--- config.mk ---
export PLATFORM = sky130hd
export DESIGN_NAME = usb_hid_monitor
export DESIGN_NICKNAME = d
export VERILOG_FILES = /design/src/hid_mon_pkg.sv /design/src/hid_report_collector.sv /design/src/report_display_latch.sv /design/src/hex_font_rom.sv /design/src/hex_glyph_decoder.sv /design/src/usb_hid_monitor.sv
export SDC_FILE = /design/constraint.sdc
export NUM_CORES = 1
export LEC_CHECK = 0
export ABC_CLOCK_PERIOD_IN_PS = 10880
export BUFFER_PORTS_ARGS = -buffer_cell sky130_fd_sc_hd__buf_2
export CAP_MARGIN = 20
export CORE_MARGIN = 3
export CORE_UTILIZATION = 53
export CTS_CLUSTER_DIAMETER = 30
export DETAILED_ROUTE_END_ITERATION = 10
export PLACE_DENSITY = 0.72
export SLEW_MARGIN = 20
export SYNTH_ARGS = -nofsm -noshare
export SYNTH_HDL_FRONTEND = slang
export SYNTH_SLANG_ARGS = --single-unit
--- constraint.sdc ---
create_clock -name clk_usb -period 10.88 [get_ports clk_usb]
set_clock_uncertainty 0.1 [all_clocks]
set_input_delay 0 -clock clk_usb [delete_from_list [all_inputs] [get_ports clk_usb]]
set_output_delay 0 -clock clk_usb [all_outputs]
set_load 0.02 [all_outputs]
--- src/hid_mon_pkg.sv ---
// **********************************************************************
// hid monitor package
// shared widths, data types and display colours
// **********************************************************************
`default_nettype none

package hid_mon_pkg;

  localparam int N_PORTS          = 3;
  localparam int SLOT_BITS        = 64;  // report bits shown per port
  localparam int DIGITS_PER_ROW   = 16;
  localparam int MIN_REPORT_BYTES = 8;   // shortest report in non-strict mode

  typedef logic [7:0]                   byte_t;
  typedef logic [SLOT_BITS-1:0]         slot_t;
  typedef logic [N_PORTS*SLOT_BITS-1:0] disp_t;   // port p at bits 64p +: 64
  typedef logic [15:0]                  color_t;  // rgb565

  // screen is 96 x 24, 6x8 cells
  typedef logic [6:0] pix_x_t;
  typedef logic [4:0] pix_y_t;

  localparam color_t FG_COLOR = 16'hffff;  // white
  localparam color_t BG_COLOR = 16'h0000;  // black

endpackage

`default_nettype wire

--- src/hid_report_collector.sv ---
// **********************************************************************
// hid report collector
// assembles one port's byte stream into a report and checks its length
// **********************************************************************
`timescale 1ns/10ps
`default_nettype none

module hid_report_collector
  import hid_mon_pkg::*;
#(
  parameter int report_bytes  = 20,
  parameter bit length_strict = 1'b0
)
(
  input  wire logic                      clk_usb,
  input  wire logic                      arst_n,
  input  wire byte_t                     rx_byte,
  input  wire logic                      rx_strobe,
  input  wire logic                      rx_eop,
  input  wire logic                      rx_error,
  output logic [report_bytes*8-1:0]      report,
  output logic                           report_valid
);

  // counter saturates one past report_bytes so overlong packets stay visible
  localparam int cnt_w = $clog2(report_bytes + 2);
  localparam logic [cnt_w-1:0] cnt_full = cnt_w'(report_bytes);
  localparam logic [cnt_w-1:0] cnt_sat  = cnt_w'(report_bytes + 1);
  localparam logic [cnt_w-1:0] cnt_min  = cnt_w'(MIN_REPORT_BYTES);

  byte_t [report_bytes-1:0] shadow;   // bytes of the packet in progress
  logic [cnt_w-1:0]         byte_cnt;
  logic                     err_flag;
  logic                     err_any;
  logic                     len_ok;
  logic                     accept;

  assign err_any = err_flag | rx_error;   // error may also show in the eop cycle
  assign len_ok  = length_strict ? (byte_cnt == cnt_full) : (byte_cnt >= cnt_min);
  assign accept  = rx_eop & ~err_any & len_ok;

  always_ff @(posedge clk_usb or negedge arst_n)
  begin
    if (!arst_n)
    begin
      byte_cnt     <= '0;
      err_flag     <= 1'b0;
      report_valid <= 1'b0;
    end
    else
    begin
      report_valid <= accept;
      if (rx_eop)
      begin
        // start over for the next packet, accepted or not
        byte_cnt <= '0;
        err_flag <= 1'b0;
      end
      else
      begin
        err_flag <= err_any;
        if (rx_strobe && byte_cnt != cnt_sat)
          byte_cnt <= byte_cnt + 1'b1;
      end
    end
  end

  always_ff @(posedge clk_usb)
  begin
    if (rx_strobe && byte_cnt < cnt_full)
      shadow[byte_cnt] <= rx_byte;  // extra bytes are dropped
    if (accept)
      report <= shadow;
  end

endmodule

`default_nettype wire

--- src/report_display_latch.sv ---
// **********************************************************************
// report display latch
// holds one 64-bit display slot per port, loaded from accepted reports
// **********************************************************************
`timescale 1ns/10ps
`default_nettype none

module report_display_latch
  import hid_mon_pkg::*;
(
  input  wire logic                       clk_usb,
  input  wire logic                       arst_n,
  input  wire slot_t [N_PORTS-1:0]        slot_in,
  input  wire logic  [N_PORTS-1:0]        slot_load,
  output disp_t                           disp
);

  slot_t [N_PORTS-1:0] slot_q;

  // one register per port, so simultaneous loads never collide
  for (genvar p = 0; p < N_PORTS; p++)
  begin : g_slot
    always_ff @(posedge clk_usb or negedge arst_n)
    begin
      if (!arst_n)
        slot_q[p] <= '0;  // screen shows zeros after reset
      else if (slot_load[p])
        slot_q[p] <= slot_in[p];
    end
  end

  assign disp = slot_q;  // port p lands at bits 64p +: 64

endmodule

`default_nettype wire

--- src/hex_font_rom.sv ---
// **********************************************************************
// hex font rom
// 5x7 glyphs for the digits 0 to F, row 7 left blank
// **********************************************************************
`timescale 1ns/10ps
`default_nettype none

module hex_font_rom
(
  input  wire logic [3:0] digit,
  input  wire logic [2:0] glyph_row,
  output logic      [4:0] row_bits   // bit 4 is the leftmost column
);

  logic [34:0] glyph;  // row 0 in the top five bits

  always_comb
  begin
    case (digit)
      4'h0: glyph = {5'b01110, 5'b10001, 5'b10011, 5'b10101, 5'b11001, 5'b10001, 5'b01110};
      4'h1: glyph = {5'b00100, 5'b01100, 5'b00100, 5'b00100, 5'b00100, 5'b00100, 5'b01110};
      4'h2: glyph = {5'b01110, 5'b10001, 5'b00001, 5'b00010, 5'b00100, 5'b01000, 5'b11111};
      4'h3: glyph = {5'b11111, 5'b00010, 5'b00100, 5'b00010, 5'b00001, 5'b10001, 5'b01110};
      4'h4: glyph = {5'b00010, 5'b00110, 5'b01010, 5'b10010, 5'b11111, 5'b00010, 5'b00010};
      4'h5: glyph = {5'b11111, 5'b10000, 5'b11110, 5'b00001, 5'b00001, 5'b10001, 5'b01110};
      4'h6: glyph = {5'b00110, 5'b01000, 5'b10000, 5'b11110, 5'b10001, 5'b10001, 5'b01110};
      4'h7: glyph = {5'b11111, 5'b00001, 5'b00010, 5'b00100, 5'b01000, 5'b01000, 5'b01000};
      4'h8: glyph = {5'b01110, 5'b10001, 5'b10001, 5'b01110, 5'b10001, 5'b10001, 5'b01110};
      4'h9: glyph = {5'b01110, 5'b10001, 5'b10001, 5'b01111, 5'b00001, 5'b00010, 5'b01100};
      4'ha: glyph = {5'b01110, 5'b10001, 5'b10001, 5'b11111, 5'b10001, 5'b10001, 5'b10001};
      4'hb: glyph = {5'b11110, 5'b10001, 5'b10001, 5'b11110, 5'b10001, 5'b10001, 5'b11110};
      4'hc: glyph = {5'b01110, 5'b10001, 5'b10000, 5'b10000, 5'b10000, 5'b10001, 5'b01110};
      4'hd: glyph = {5'b11100, 5'b10010, 5'b10001, 5'b10001, 5'b10001, 5'b10010, 5'b11100};
      4'he: glyph = {5'b11111, 5'b10000, 5'b10000, 5'b11110, 5'b10000, 5'b10000, 5'b11111};
      default: glyph = {5'b11111, 5'b10000, 5'b10000, 5'b11110, 5'b10000, 5'b10000, 5'b10000};
    endcase
  end

  always_comb
  begin
    if (glyph_row == 3'd7)
      row_bits = 5'b00000;  // spacing row between text lines
    else
      row_bits = glyph[(3'd6 - glyph_row)*5 +: 5];
  end

endmodule

`default_nettype wire

--- src/hex_glyph_decoder.sv ---
// **********************************************************************
// hex glyph decoder
// two-stage pipeline from pixel coordinates to an rgb565 colour
// **********************************************************************
`timescale 1ns/10ps
`default_nettype none

module hex_glyph_decoder
  import hid_mon_pkg::*;
(
  input  wire logic   clk_usb,
  input  wire logic   arst_n,
  input  wire disp_t  disp,
  input  wire pix_x_t pixel_x,
  input  wire pix_y_t pixel_y,
  output color_t      pixel_color
);

  slot_t [N_PORTS-1:0] slots;
  slot_t               row_slot;
  pix_x_t              cell_col;   // x / 6
  pix_x_t              cell_x;     // x mod 6
  logic [1:0]          scr_row;
  logic                on_screen;
  logic [3:0]          nibble;

  // stage 1 registers
  logic [3:0] digit_q;
  logic [2:0] glyph_row_q;
  logic [2:0] cell_x_q;
  logic       on_screen_q;

  logic [4:0] row_bits;
  logic       glyph_bit;

  assign slots = disp;

  always_comb
  begin
    cell_col  = pixel_x / 7'd6;
    cell_x    = pixel_x % 7'd6;
    scr_row   = pixel_y[4:3];
    on_screen = (cell_col < 7'(DIGITS_PER_ROW)) && (scr_row < 2'(N_PORTS));
    row_slot  = on_screen ? slots[scr_row] : '0;
    // reversed scan, least significant nibble on the left
    nibble    = row_slot[cell_col[3:0]*4 +: 4];
  end

  always_ff @(posedge clk_usb or negedge arst_n)
  begin
    if (!arst_n)
    begin
      digit_q     <= '0;
      glyph_row_q <= '0;
      cell_x_q    <= '0;
      on_screen_q <= 1'b0;
    end
    else
    begin
      digit_q     <= nibble;
      glyph_row_q <= pixel_y[2:0];
      cell_x_q    <= cell_x[2:0];
      on_screen_q <= on_screen;
    end
  end

  hex_font_rom hex_font_rom_i
  (
    .digit     (digit_q),
    .glyph_row (glyph_row_q),
    .row_bits  (row_bits)
  );

  // column 5 of each cell is the gap between digits
  assign glyph_bit = (cell_x_q < 3'd5) && row_bits[3'd4 - cell_x_q];

  always_ff @(posedge clk_usb or negedge arst_n)
  begin
    if (!arst_n)
      pixel_color <= BG_COLOR;
    else
      pixel_color <= (on_screen_q && glyph_bit) ? FG_COLOR : BG_COLOR;
  end

endmodule

`default_nettype wire

--- src/usb_hid_monitor.sv ---
// **********************************************************************
// usb hid monitor top level
// three report collectors, display latch and hex glyph decoder
// **********************************************************************
`timescale 1ns/10ps
`default_nettype none

module usb_hid_monitor
  import hid_mon_pkg::*;
#(
  parameter int report_bytes  = 20,  // 8 for a plain gamepad, 20 for xbox360
  parameter bit length_strict = 1'b0
)
(
  input  wire logic                clk_usb,
  input  wire logic                arst_n,
  input  wire byte_t [N_PORTS-1:0] rx_byte,
  input  wire logic  [N_PORTS-1:0] rx_strobe,
  input  wire logic  [N_PORTS-1:0] rx_eop,
  input  wire logic  [N_PORTS-1:0] rx_error,
  input  wire pix_x_t              pixel_x,
  input  wire pix_y_t              pixel_y,
  output logic       [N_PORTS-1:0] report_valid,
  output color_t                   pixel_color
);

  logic [report_bytes*8-1:0] report [N_PORTS];
  slot_t [N_PORTS-1:0]       slot_in;
  disp_t                     disp;

  for (genvar p = 0; p < N_PORTS; p++)
  begin : g_port
    hid_report_collector #(
      .report_bytes  (report_bytes),
      .length_strict (length_strict)
    ) hid_report_collector_i
    (
      .clk_usb      (clk_usb),
      .arst_n       (arst_n),
      .rx_byte      (rx_byte[p]),
      .rx_strobe    (rx_strobe[p]),
      .rx_eop       (rx_eop[p]),
      .rx_error     (rx_error[p]),
      .report       (report[p]),
      .report_valid (report_valid[p])
    );

    assign slot_in[p] = report[p][SLOT_BITS-1:0];  // first 8 bytes go on screen
  end

  report_display_latch report_display_latch_i
  (
    .clk_usb   (clk_usb),
    .arst_n    (arst_n),
    .slot_in   (slot_in),
    .slot_load (report_valid),
    .disp      (disp)
  );

  hex_glyph_decoder hex_glyph_decoder_i
  (
    .clk_usb     (clk_usb),
    .arst_n      (arst_n),
    .disp        (disp),
    .pixel_x     (pixel_x),
    .pixel_y     (pixel_y),
    .pixel_color (pixel_color)
  );

endmodule

`default_nettype wire

==> flow_summary.rst, run 1 <==
.. list-table::
   :header-rows: 1

   * - Metric
     - Value
   * - Result of the run
     - finished clean
   * - Remaining DRCs
     - 0
   * - Final setup TNS
     - 0 ns
   * - CP endpoint kind
     - flop
   * - Number of instances in the placed design
     - 2245
   * - Setup repair after global routing missed its margin
     - no
   * - Last weighted congestion value of the routability-driven placer
     - 0.8419
   * - Port bufs
     - 65
   * - Overall track demand over capacity in global routing
     - 25.42%
   * - Sequential-to-total area share from yosys stat
     - 68.68%
   * - Cell Area, Synth
     - 24990 µm²
   * - Overall power consumption
     - 6.353 mW
   * - Die Width
     - 223.1 µm
   * - Final hold violation count
     - 0
   * - Clock sink count
     - 609
   * - Count of non-filler cells in the finished layout
     - 2495
   * - Maximum clock frequency
     - 190.5 MHz
   * - CTS H-Tree Depth
     - 3
   * - Worst Hold Margin
     - 0.03798 ns
   * - Count of yosys warnings during synthesis
     - 0
   * - Post-synth top area cell
     - edfxtp_1
   * - Cell with the most instances after synthesis
     - edfxtp_1
   * - Max Slew Vio Count
     - 0
   * - Post-Synthesis Cells
     - 1672
   * - Clk Tree Root Cell
     - clkbuf_16
   * - # rows
     - 78
   * - Critical Path Fanout Max
     - 70
   * - Vias in the first global route
     - 15227
   * - Max-cap check violation count
     - 0
   * - Vert. Die Dim
     - 223.1 µm
   * - Count of cell types in the netlist
     - 85
   * - Initial Util
     - 54.36%
   * - Layout cell share with drive strength beyond 1
     - 26.14%
   * - Most instantiated flip-flop cell in the synthesis netlist
     - edfxtp_1
   * - Top post-synthesis cells by area
     - edfxtp_1 46%, dfrtp_1 23%, mux2_2 8.8%
   * - Area share of the leading cell type in the synthesized netlist
     - 46.15%
   * - Router iterations before antenna repair
     - 6
   * - CP Launch Type
     - flop
   * - Flops & latches, synth
     - 609
   * - Post_cts resized
     - 0
   * - Reg clk slew, reported paths
     - 0.05 ns
   * - WS Path Type
     - flop to flop
   * - Worst EP arrival
     - 5.66 ns
   * - Number of setup violations in the final report
     - 0
   * - Area of the core
     - 45970 µm²
   * - Clock latency of the later-clocked register in the worst-skew pair
     - 0.67 ns
   * - Reported leakage power
     - 11.73 nW
   * - Post-CTS Setup Repair Bufs
     - 0
   * - Initial antenna violation count
     - 2
   * - Buffer depth of the longest clock path
     - 3
   * - Power per cell area
     - 212.4 nW/µm²
   * - Post-synth EDFFs
     - 384
   * - Avg Cell Area, Syn
     - 14.94 µm²
   * - Total area of multi-input combinational cells
     - 7194 µm²
   * - Area growth from synthesis to final layout
     - 19.71%
   * - Stage delay of the slowest cell on the critical path
     - 0.70 ns
   * - Net total in the final layout
     - 1888
   * - Fill cells
     - 3144
   * - Routed wire per std cell
     - 25.32 µm
   * - Global-route wire length before repair
     - 95210 µm
   * - Average vias per placed instance
     - 5.950
   * - Number of routed nets with antenna violations
     - 0
   * - Net Count, Synth
     - 1753
   * - Leftover overflow at the end of global routing
     - 0
   * - Inserted Clock Buffers
     - 99
   * - Final non-filler cell area
     - 29910 µm²
   * - Starting DRT DRC Count
     - 1661
   * - Worst path required time
     - 11.29 ns
   * - Wirelength, routed
     - 63180 µm
   * - Most common cell on crit path
     - ha_1
   * - Cell area after placement
     - 25740 µm²
   * - Detailed Place HPWL
     - 38780 µm
   * - Via Count
     - 14845
   * - Final critical delay including setup and external delays
     - 5.251 ns
   * - Critical-path top delay cell
     - xnor2_2
   * - Headroom to the max-slew limit
     - 16.10%
   * - Pin count of the biggest net entering global routing
     - 83
   * - Hold Buf Count CTS
     - 61
   * - Worst voltage drop across the vdd grid
     - 190.4 µV
   * - Worst Max-Slew Pin Slew
     - 1.258 ns
   * - Number of I/O pins
     - 66
   * - Total Die Area
     - 49790 µm²
   * - Most used standard cells in the synthesized netlist
     - 384 x edfxtp_1, 225 x dfrtp_1, 195 x mux2_2
   * - Cell-by-cell listing of the critical path
     - buf_4, ha_1, buf_4, inv_1, buf_4, ha_1, ha_1, inv_1, fa_1, inv_1, ha_1, xnor2_2, nand2_1, o32ai_1, nand3b_1, o211ai_1, o211ai_2, a2111oi_2
   * - Fraction of synthesis flops using an asynchronous set or reset pin
     - 36.95%
   * - Register area
     - 17170 µm²
   * - TritonCTS clock tree
     - built
   * - Type of the tightest min-delay check
     - primary input to flop
   * - Fin crit share
     - 48.26%
[area by class of cell]
type / instances / share of cell area, %
Sequential cell: 609 / 57.39
Multi-Input combinational cell: 918 / 24.05
Clock buffer: 113 / 8.625
Timing Repair Buffer: 151 / 3.857
Clock inverter: 75 / 3.208
Tap cell: 600 / 2.510
Inverter: 28 / 0.3514
Antenna cell: 1 / 0.008366
[state kept, by name, indices dropped and copies added (netlist names)]
| register | cells |
|---|---|
| hex_glyph_decoder_i.cell_x_q | 3 |
| g_port.hid_report_collector_i.report_valid | 3 |
| report_display_latch_i.disp | 192 |
| g_port.hid_report_collector_i.byte_cnt | 15 |
| g_port.hid_report_collector_i.shadow | 192 |
| hex_glyph_decoder_i.on_screen_q | 1 |
| hex_glyph_decoder_i.pixel_color | 1 |
| hex_glyph_decoder_i.glyph_row_q | 3 |
| g_port.hid_report_collector_i.err_flag | 3 |
| hex_glyph_decoder_i.digit_q | 4 |
| g_port.hid_report_collector_i.report | 192 |
[through the flow]
stage,util (%),setup WS [ns]
after floorplan,-,6.647
after global placement,55.99,5.650
after detailed placement,55.99,5.638
after CTS,65.06,5.626
after global routing,65.07,5.240
final,65.07,5.629
[power breakdown]
part | internal, mW | leakage [nW] | switching [mW]
Combinational | 0.197 | 3.56 | 0.378
Sequential | 2.51 | 6.48 | 0.0378
Clock | 2.02 | 1.70 | 1.21
Total | 4.73 | 11.7 | 1.62
[per-layer routing]
layer,share of wire (%),track usage [%],up-vias
li1,-,-,6590
met1,41,34.06,7598
met2,50,42.34,543
met3,6.1,4.355,114
met4,3.3,8.942,0
met5,0,0,-
[cells by family (layout without fill, tap and decap cells)]
kind of cell,Yosys count,count (layout),synth area share [%]
compound gates,269,269,7.741
xor+xnor,19,19,0.7260
fa+ha+maj,34,34,1.733
buf+inv,145,367,2.744
flops,609,609,68.68
mux,277,277,12.08
other cells,0,1,0
simple gates,319,319,6.299
[path summary, 6_finish.rpt]
| path | startpoint | endpoint | slack [ns] | cells past startpoint |
|---|---|---|---|---|
| max | hex_glyph_decoder_i.glyph_row_q[0] | hex_glyph_decoder_i.pixel_color[14] | 5.63 | 18 |
| max in group asynchronous | arst_n | hex_glyph_decoder_i.glyph_row_q[0] | 9.17 | 4 |
| max reg2reg | hex_glyph_decoder_i.glyph_row_q[0] | hex_glyph_decoder_i.pixel_color[14] | 5.63 | 18 |
| min reg2reg | g_port[0].hid_report_collector_i.shadow[43] | g_port[0].hid_report_collector_i.report[43] | 0.29 | 0 |
| min in group asynchronous | arst_n | report_display_latch_i.disp[126] | 0.28 | 3 |
| min | rx_error[1] | g_port[1].hid_report_collector_i.err_flag | 0.04 | 4 |
[worst max-delay path: cells and delay by family (launching register included)]
kind            cells  cell delay, ns
buf+inv             6            1.23
xor+xnor            1            0.70
simple gates        2            0.40
fa+ha+maj           5            1.33
compound gates      4            1.00
flops               1            0.33
[layout by cell type, fill, tap and decap left out, types with 13 or more instances in the layout]
master and count:
a21oi_1 57, nor2_1 125, a211oi_1 72, buf_2 63
dlygate4sd3_1 60, ha_1 33, edfxtp_1 384, o21ai_0 25
dfrtp_1 221, inv_1 26, nand2b_1 15, nand2_1 38
nor3_1 24, mux2_2 195, nand3_1 17, inv_6 19
buf_4 26, nor2b_1 24, mux2i_1 81, clkbuf_16 99
nand4_1 13, and2_1 13
No activity file was read; power rests on OpenSTA's default activity.
==> inputs of run 2 (changes only) <==
--- a/config.mk
+++ b/config.mk
@@ -5,14 +5,14 @@
 export SDC_FILE = /design/constraint.sdc
 export NUM_CORES = 1
 export LEC_CHECK = 0
-export ABC_CLOCK_PERIOD_IN_PS = 10880
+export ABC_CLOCK_PERIOD_IN_PS = 4300
 export BUFFER_PORTS_ARGS = -buffer_cell sky130_fd_sc_hd__buf_2
 export CAP_MARGIN = 20
 export CORE_MARGIN = 3
 export CORE_UTILIZATION = 53
 export CTS_CLUSTER_DIAMETER = 30
 export DETAILED_ROUTE_END_ITERATION = 10
-export PLACE_DENSITY = 0.72
+export PLACE_DENSITY = 0.75
 export SLEW_MARGIN = 20
 export SYNTH_ARGS = -nofsm -noshare
 export SYNTH_HDL_FRONTEND = slang
==> constraint.sdc (replaced) <==
create_clock -name clk_usb -period 4.3 [get_ports clk_usb]
set_clock_uncertainty 0.1 [all_clocks]
set_input_delay 0 -clock clk_usb [delete_from_list [all_inputs] [get_ports clk_usb]]
set_output_delay 0 -clock clk_usb [all_outputs]
set_load 0.02 [all_outputs]
==> flow_summary.rst, run 2 (same netlist as run 1, synthesis figures left out) <==
.. list-table::
   :header-rows: 1

   * - Metric
     - Value
   * - Inserted Clock Buffers
     - 99 (unchanged)
   * - Most frequent standard cell in the layout excluding fill and tap cells
     - edfxtp_1 (unchanged)
   * - Remaining DRCs
     - 0 (unchanged)
   * - Port bufs
     - 65 (unchanged)
   * - Leftover overflow at the end of global routing
     - 0 (unchanged)
   * - Total area of multi-input combinational cells
     - 7217 µm² (was 7194 µm²)
   * - Wirelength, routed
     - 62030 µm (was 63180 µm)
   * - Average vias per placed instance
     - 5.936 (was 5.950)
   * - Area growth from synthesis to final layout
     - 20.61% (was 19.71%)
   * - Maximum clock frequency
     - 238.1 MHz
   * - Post-CTS Setup Repair Bufs
     - 0 (unchanged)
   * - Total Die Area
     - 49790 µm² (unchanged)
   * - Max-cap check violation count
     - 0 (unchanged)
   * - FF-to-FF setup slack
     - 0.29 ns (was 5.63 ns)
   * - Number of routed nets with antenna violations
     - 0 (unchanged)
   * - Worst Max-Slew Pin Slew
     - 1.247 ns (was 1.258 ns)
   * - Initial antenna violation count
     - 1 (was 2)
   * - Net total in the final layout
     - 1909 (was 1888)
   * - Routed wire per std cell
     - 24.66 µm (was 25.32 µm)
   * - Initial Util
     - 54.36% (unchanged)
   * - Final critical delay including setup and external delays
     - 4.199 ns
   * - Router iterations before antenna repair
     - 5 (was 6)
   * - Setup repair after global routing missed its margin
     - no (unchanged)
   * - Worst EP arrival
     - 4.55 ns (was 5.66 ns)
   * - Clock latency of the later-clocked register in the worst-skew pair
     - 0.64 ns (was 0.67 ns)
   * - Clock sink count
     - 609 (unchanged)
   * - Final non-filler cell area
     - 30140 µm² (was 29910 µm²)
   * - Headroom to the max-slew limit
     - 16.87% (was 16.10%)
   * - Cell area after placement
     - 25930 µm² (was 25740 µm²)
   * - Fin crit share
     - 97.65%
   * - Clk Tree Root Cell
     - clkbuf_16 (unchanged)
   * - Vias in the first global route
     - 15598 (was 15227)
   * - Last weighted congestion value of the routability-driven placer
     - 0.9098 (was 0.8419)
   * - Starting DRT DRC Count
     - 1202 (was 1661)
   * - Die Width
     - 223.1 µm (unchanged)
   * - Global-route wire length before repair
     - 94450 µm (was 95210 µm)
   * - Start of the worst register-to-register path
     - hex_glyph_decoder_i.glyph_row_q[2] (was hex_glyph_decoder_i.glyph_row_q[0])
   * - CP endpoint kind
     - flop (unchanged)
   * - Type of the tightest min-delay check
     - primary input to flop (unchanged)
   * - Power per cell area
     - 538.0 nW/µm² (was 212.4 nW/µm²)
   * - Number of setup violations in the final report
     - 0 (unchanged)
   * - Final hold violation count
     - 0 (unchanged)
   * - Vert. Die Dim
     - 223.1 µm (unchanged)
   * - Worst hold path startpoint
     - rx_eop[1] (was rx_error[1])
   * - Reg clk slew, reported paths
     - 0.05 ns (about the same)
   * - ANT cells
     - 0 (was 1)
   * - Layout cell share with drive strength beyond 1
     - 27.15% (was 26.14%)
   * - Result of the run
     - finished clean (unchanged)
   * - CTS H-Tree Depth
     - 3 (unchanged)
   * - Reported leakage power
     - 11.84 nW (was 11.73 nW)
   * - Critical-path top delay cell
     - dlygate4sd3_1 (was xnor2_2)
   * - Area of the core
     - 45970 µm² (unchanged)
   * - WS Path Type
     - primary input to flop (was flop to flop)
   * - Worst voltage drop across the vdd grid
     - 470.2 µV (was 190.4 µV)
   * - Critical Path Fanout Max
     - 21 (was 70)
   * - # rows
     - 78 (unchanged)
   * - Detailed Place HPWL
     - 40120 µm (was 38780 µm)
   * - Worst path required time
     - 4.65 ns (was 11.29 ns)
   * - Final setup TNS
     - 0 ns (unchanged)
   * - Overall track demand over capacity in global routing
     - 25.04% (was 25.42%)
   * - Max Slew Vio Count
     - 0 (unchanged)
   * - Fill cells
     - 3057 (was 3144)
   * - Number of I/O pins
     - 66 (unchanged)
   * - Pin count of the biggest net entering global routing
     - 90 (was 83)
   * - Buffer depth of the longest clock path
     - 3 (unchanged)
   * - Most used cells in the layout excluding fill and tap cells
     - 384 x edfxtp_1, 221 x dfrtp_1, 195 x mux2_2, 125 x nor2_1, 99 x clkbuf_16 (unchanged)
   * - CP Launch Type
     - primary input (was flop)
   * - Via Count
     - 14928 (was 14845)
   * - Stage delay of the slowest cell on the critical path
     - 0.60 ns (was 0.70 ns)
   * - Crit path launch
     - pixel_x[6] (was hex_glyph_decoder_i.glyph_row_q[0])
   * - Cell-by-cell listing of the critical path
     - dlygate4sd3_1, buf_2, xnor2_2, o22ai_1, a211oi_2, dlygate4sd3_1, nor2_1, ha_1, a221oi_2, o211a_4, o31ai_4, buf_4, buf_4, a211oi_1, a211oi_1, nor4_1, o21ai_1 (was buf_4, ha_1, buf_4, inv_1, buf_4, ha_1, ha_1, inv_1, fa_1, inv_1, ha_1, xnor2_2, nand2_1, o32ai_1, nand3b_1, o211ai_1, o211ai_2, a2111oi_2)
   * - TritonCTS clock tree
     - built (unchanged)
   * - Register area
     - 17170 µm² (unchanged)
run 2: changes by cell type in the layout (fill, tap and decap cells not counted), moves of 3 or more:
cell,previous run,this run
clkinv_1,2,6
bufinv_16,11,16
inv_8,6,0
dlygate4sd3_1,60,57
inv_6,19,11
clkinvlp_4,11,17
clkbuf_1,9,6
buf_4,26,49
run 2: path summary, 6_finish.rpt:
path                                                                endpoint  cells past startpoint
worst max register to register           hex_glyph_decoder_i.pixel_color[14]                     15
worst min-delay path            g_port[1].hid_report_collector_i.byte_cnt[3]                      3
max in group asynchronous                 hex_glyph_decoder_i.glyph_row_q[0]                      4
worst min register to register   g_port[0].hid_report_collector_i.report[58]                      0
worst max-delay path                          hex_glyph_decoder_i.digit_q[3]                     17
min in group asynchronous       g_port[0].hid_report_collector_i.byte_cnt[2]                      3
run 2: timing repair:
| item | 4_1_cts | 5_1_grt |
|---|---|---|
| setup endpoints to repair | 0 | 1 |
| gates resized for setup | 0 | 3 |
| hold endpoints to repair | 467 | 0 |
| hold buffers | 58 | 0 |
run 2: where the power goes:
part | internal (mW) | switching [mW] | total, mW
sequential | 6.36 | 0.102 | 6.46
clock | 5.35 | 2.93 | 8.28
combinational | 0.526 | 0.952 | 1.48
total | 12.2 | 3.99 | 16.2
run 2: critical path, delay by kind of cell:
family / cells / cell delay (ns)
xor gates and xnor gates: 1 / 0.23
adders and majority gates: 1 / 0.22
buffers and inverters: 5 / 1.84
and+or+nand+nor: 2 / 0.58
AOI/OAI and AO/OA: 8 / 1.65
run 2: area by class of cell:
cell class                 instances  area share, %
inverter                          28         0.3487
sequential                       609          56.96
tap                              600          2.491
clock buffer                     110          8.523
clock inverter                    78          3.367
timing repair buffer             172          4.367
multi-input combinational        918          23.95
run 2: stage by stage:
stage	hold WS [ns]	std cells	worst slack [ns]	power [mW]	util [%]
after floorplan	-0.3956	1672	0.06667	7.482	-
after global placement	0.02425	2268	0.2945	7.955	56.35
after detailed placement	0.02561	2269	0.1806	7.959	56.41
after CTS	0.01565	2515	0.1738	16.29	65.49
after global routing	0.05232	2515	0.01237	16.69	65.57
final	0.05781	2515	0.1009	16.21	65.57
run 2: metal layers:
metal | part of all wire, % | routed length, µm | global-route usage [%]
met5 | 0 | 0 | 0
met2 | 49 | 30280 | 40.82
met4 | 4.3 | 2656 | 10.75
met1 | 41 | 25170 | 32.67
met3 | 6.3 | 3923 | 5.526
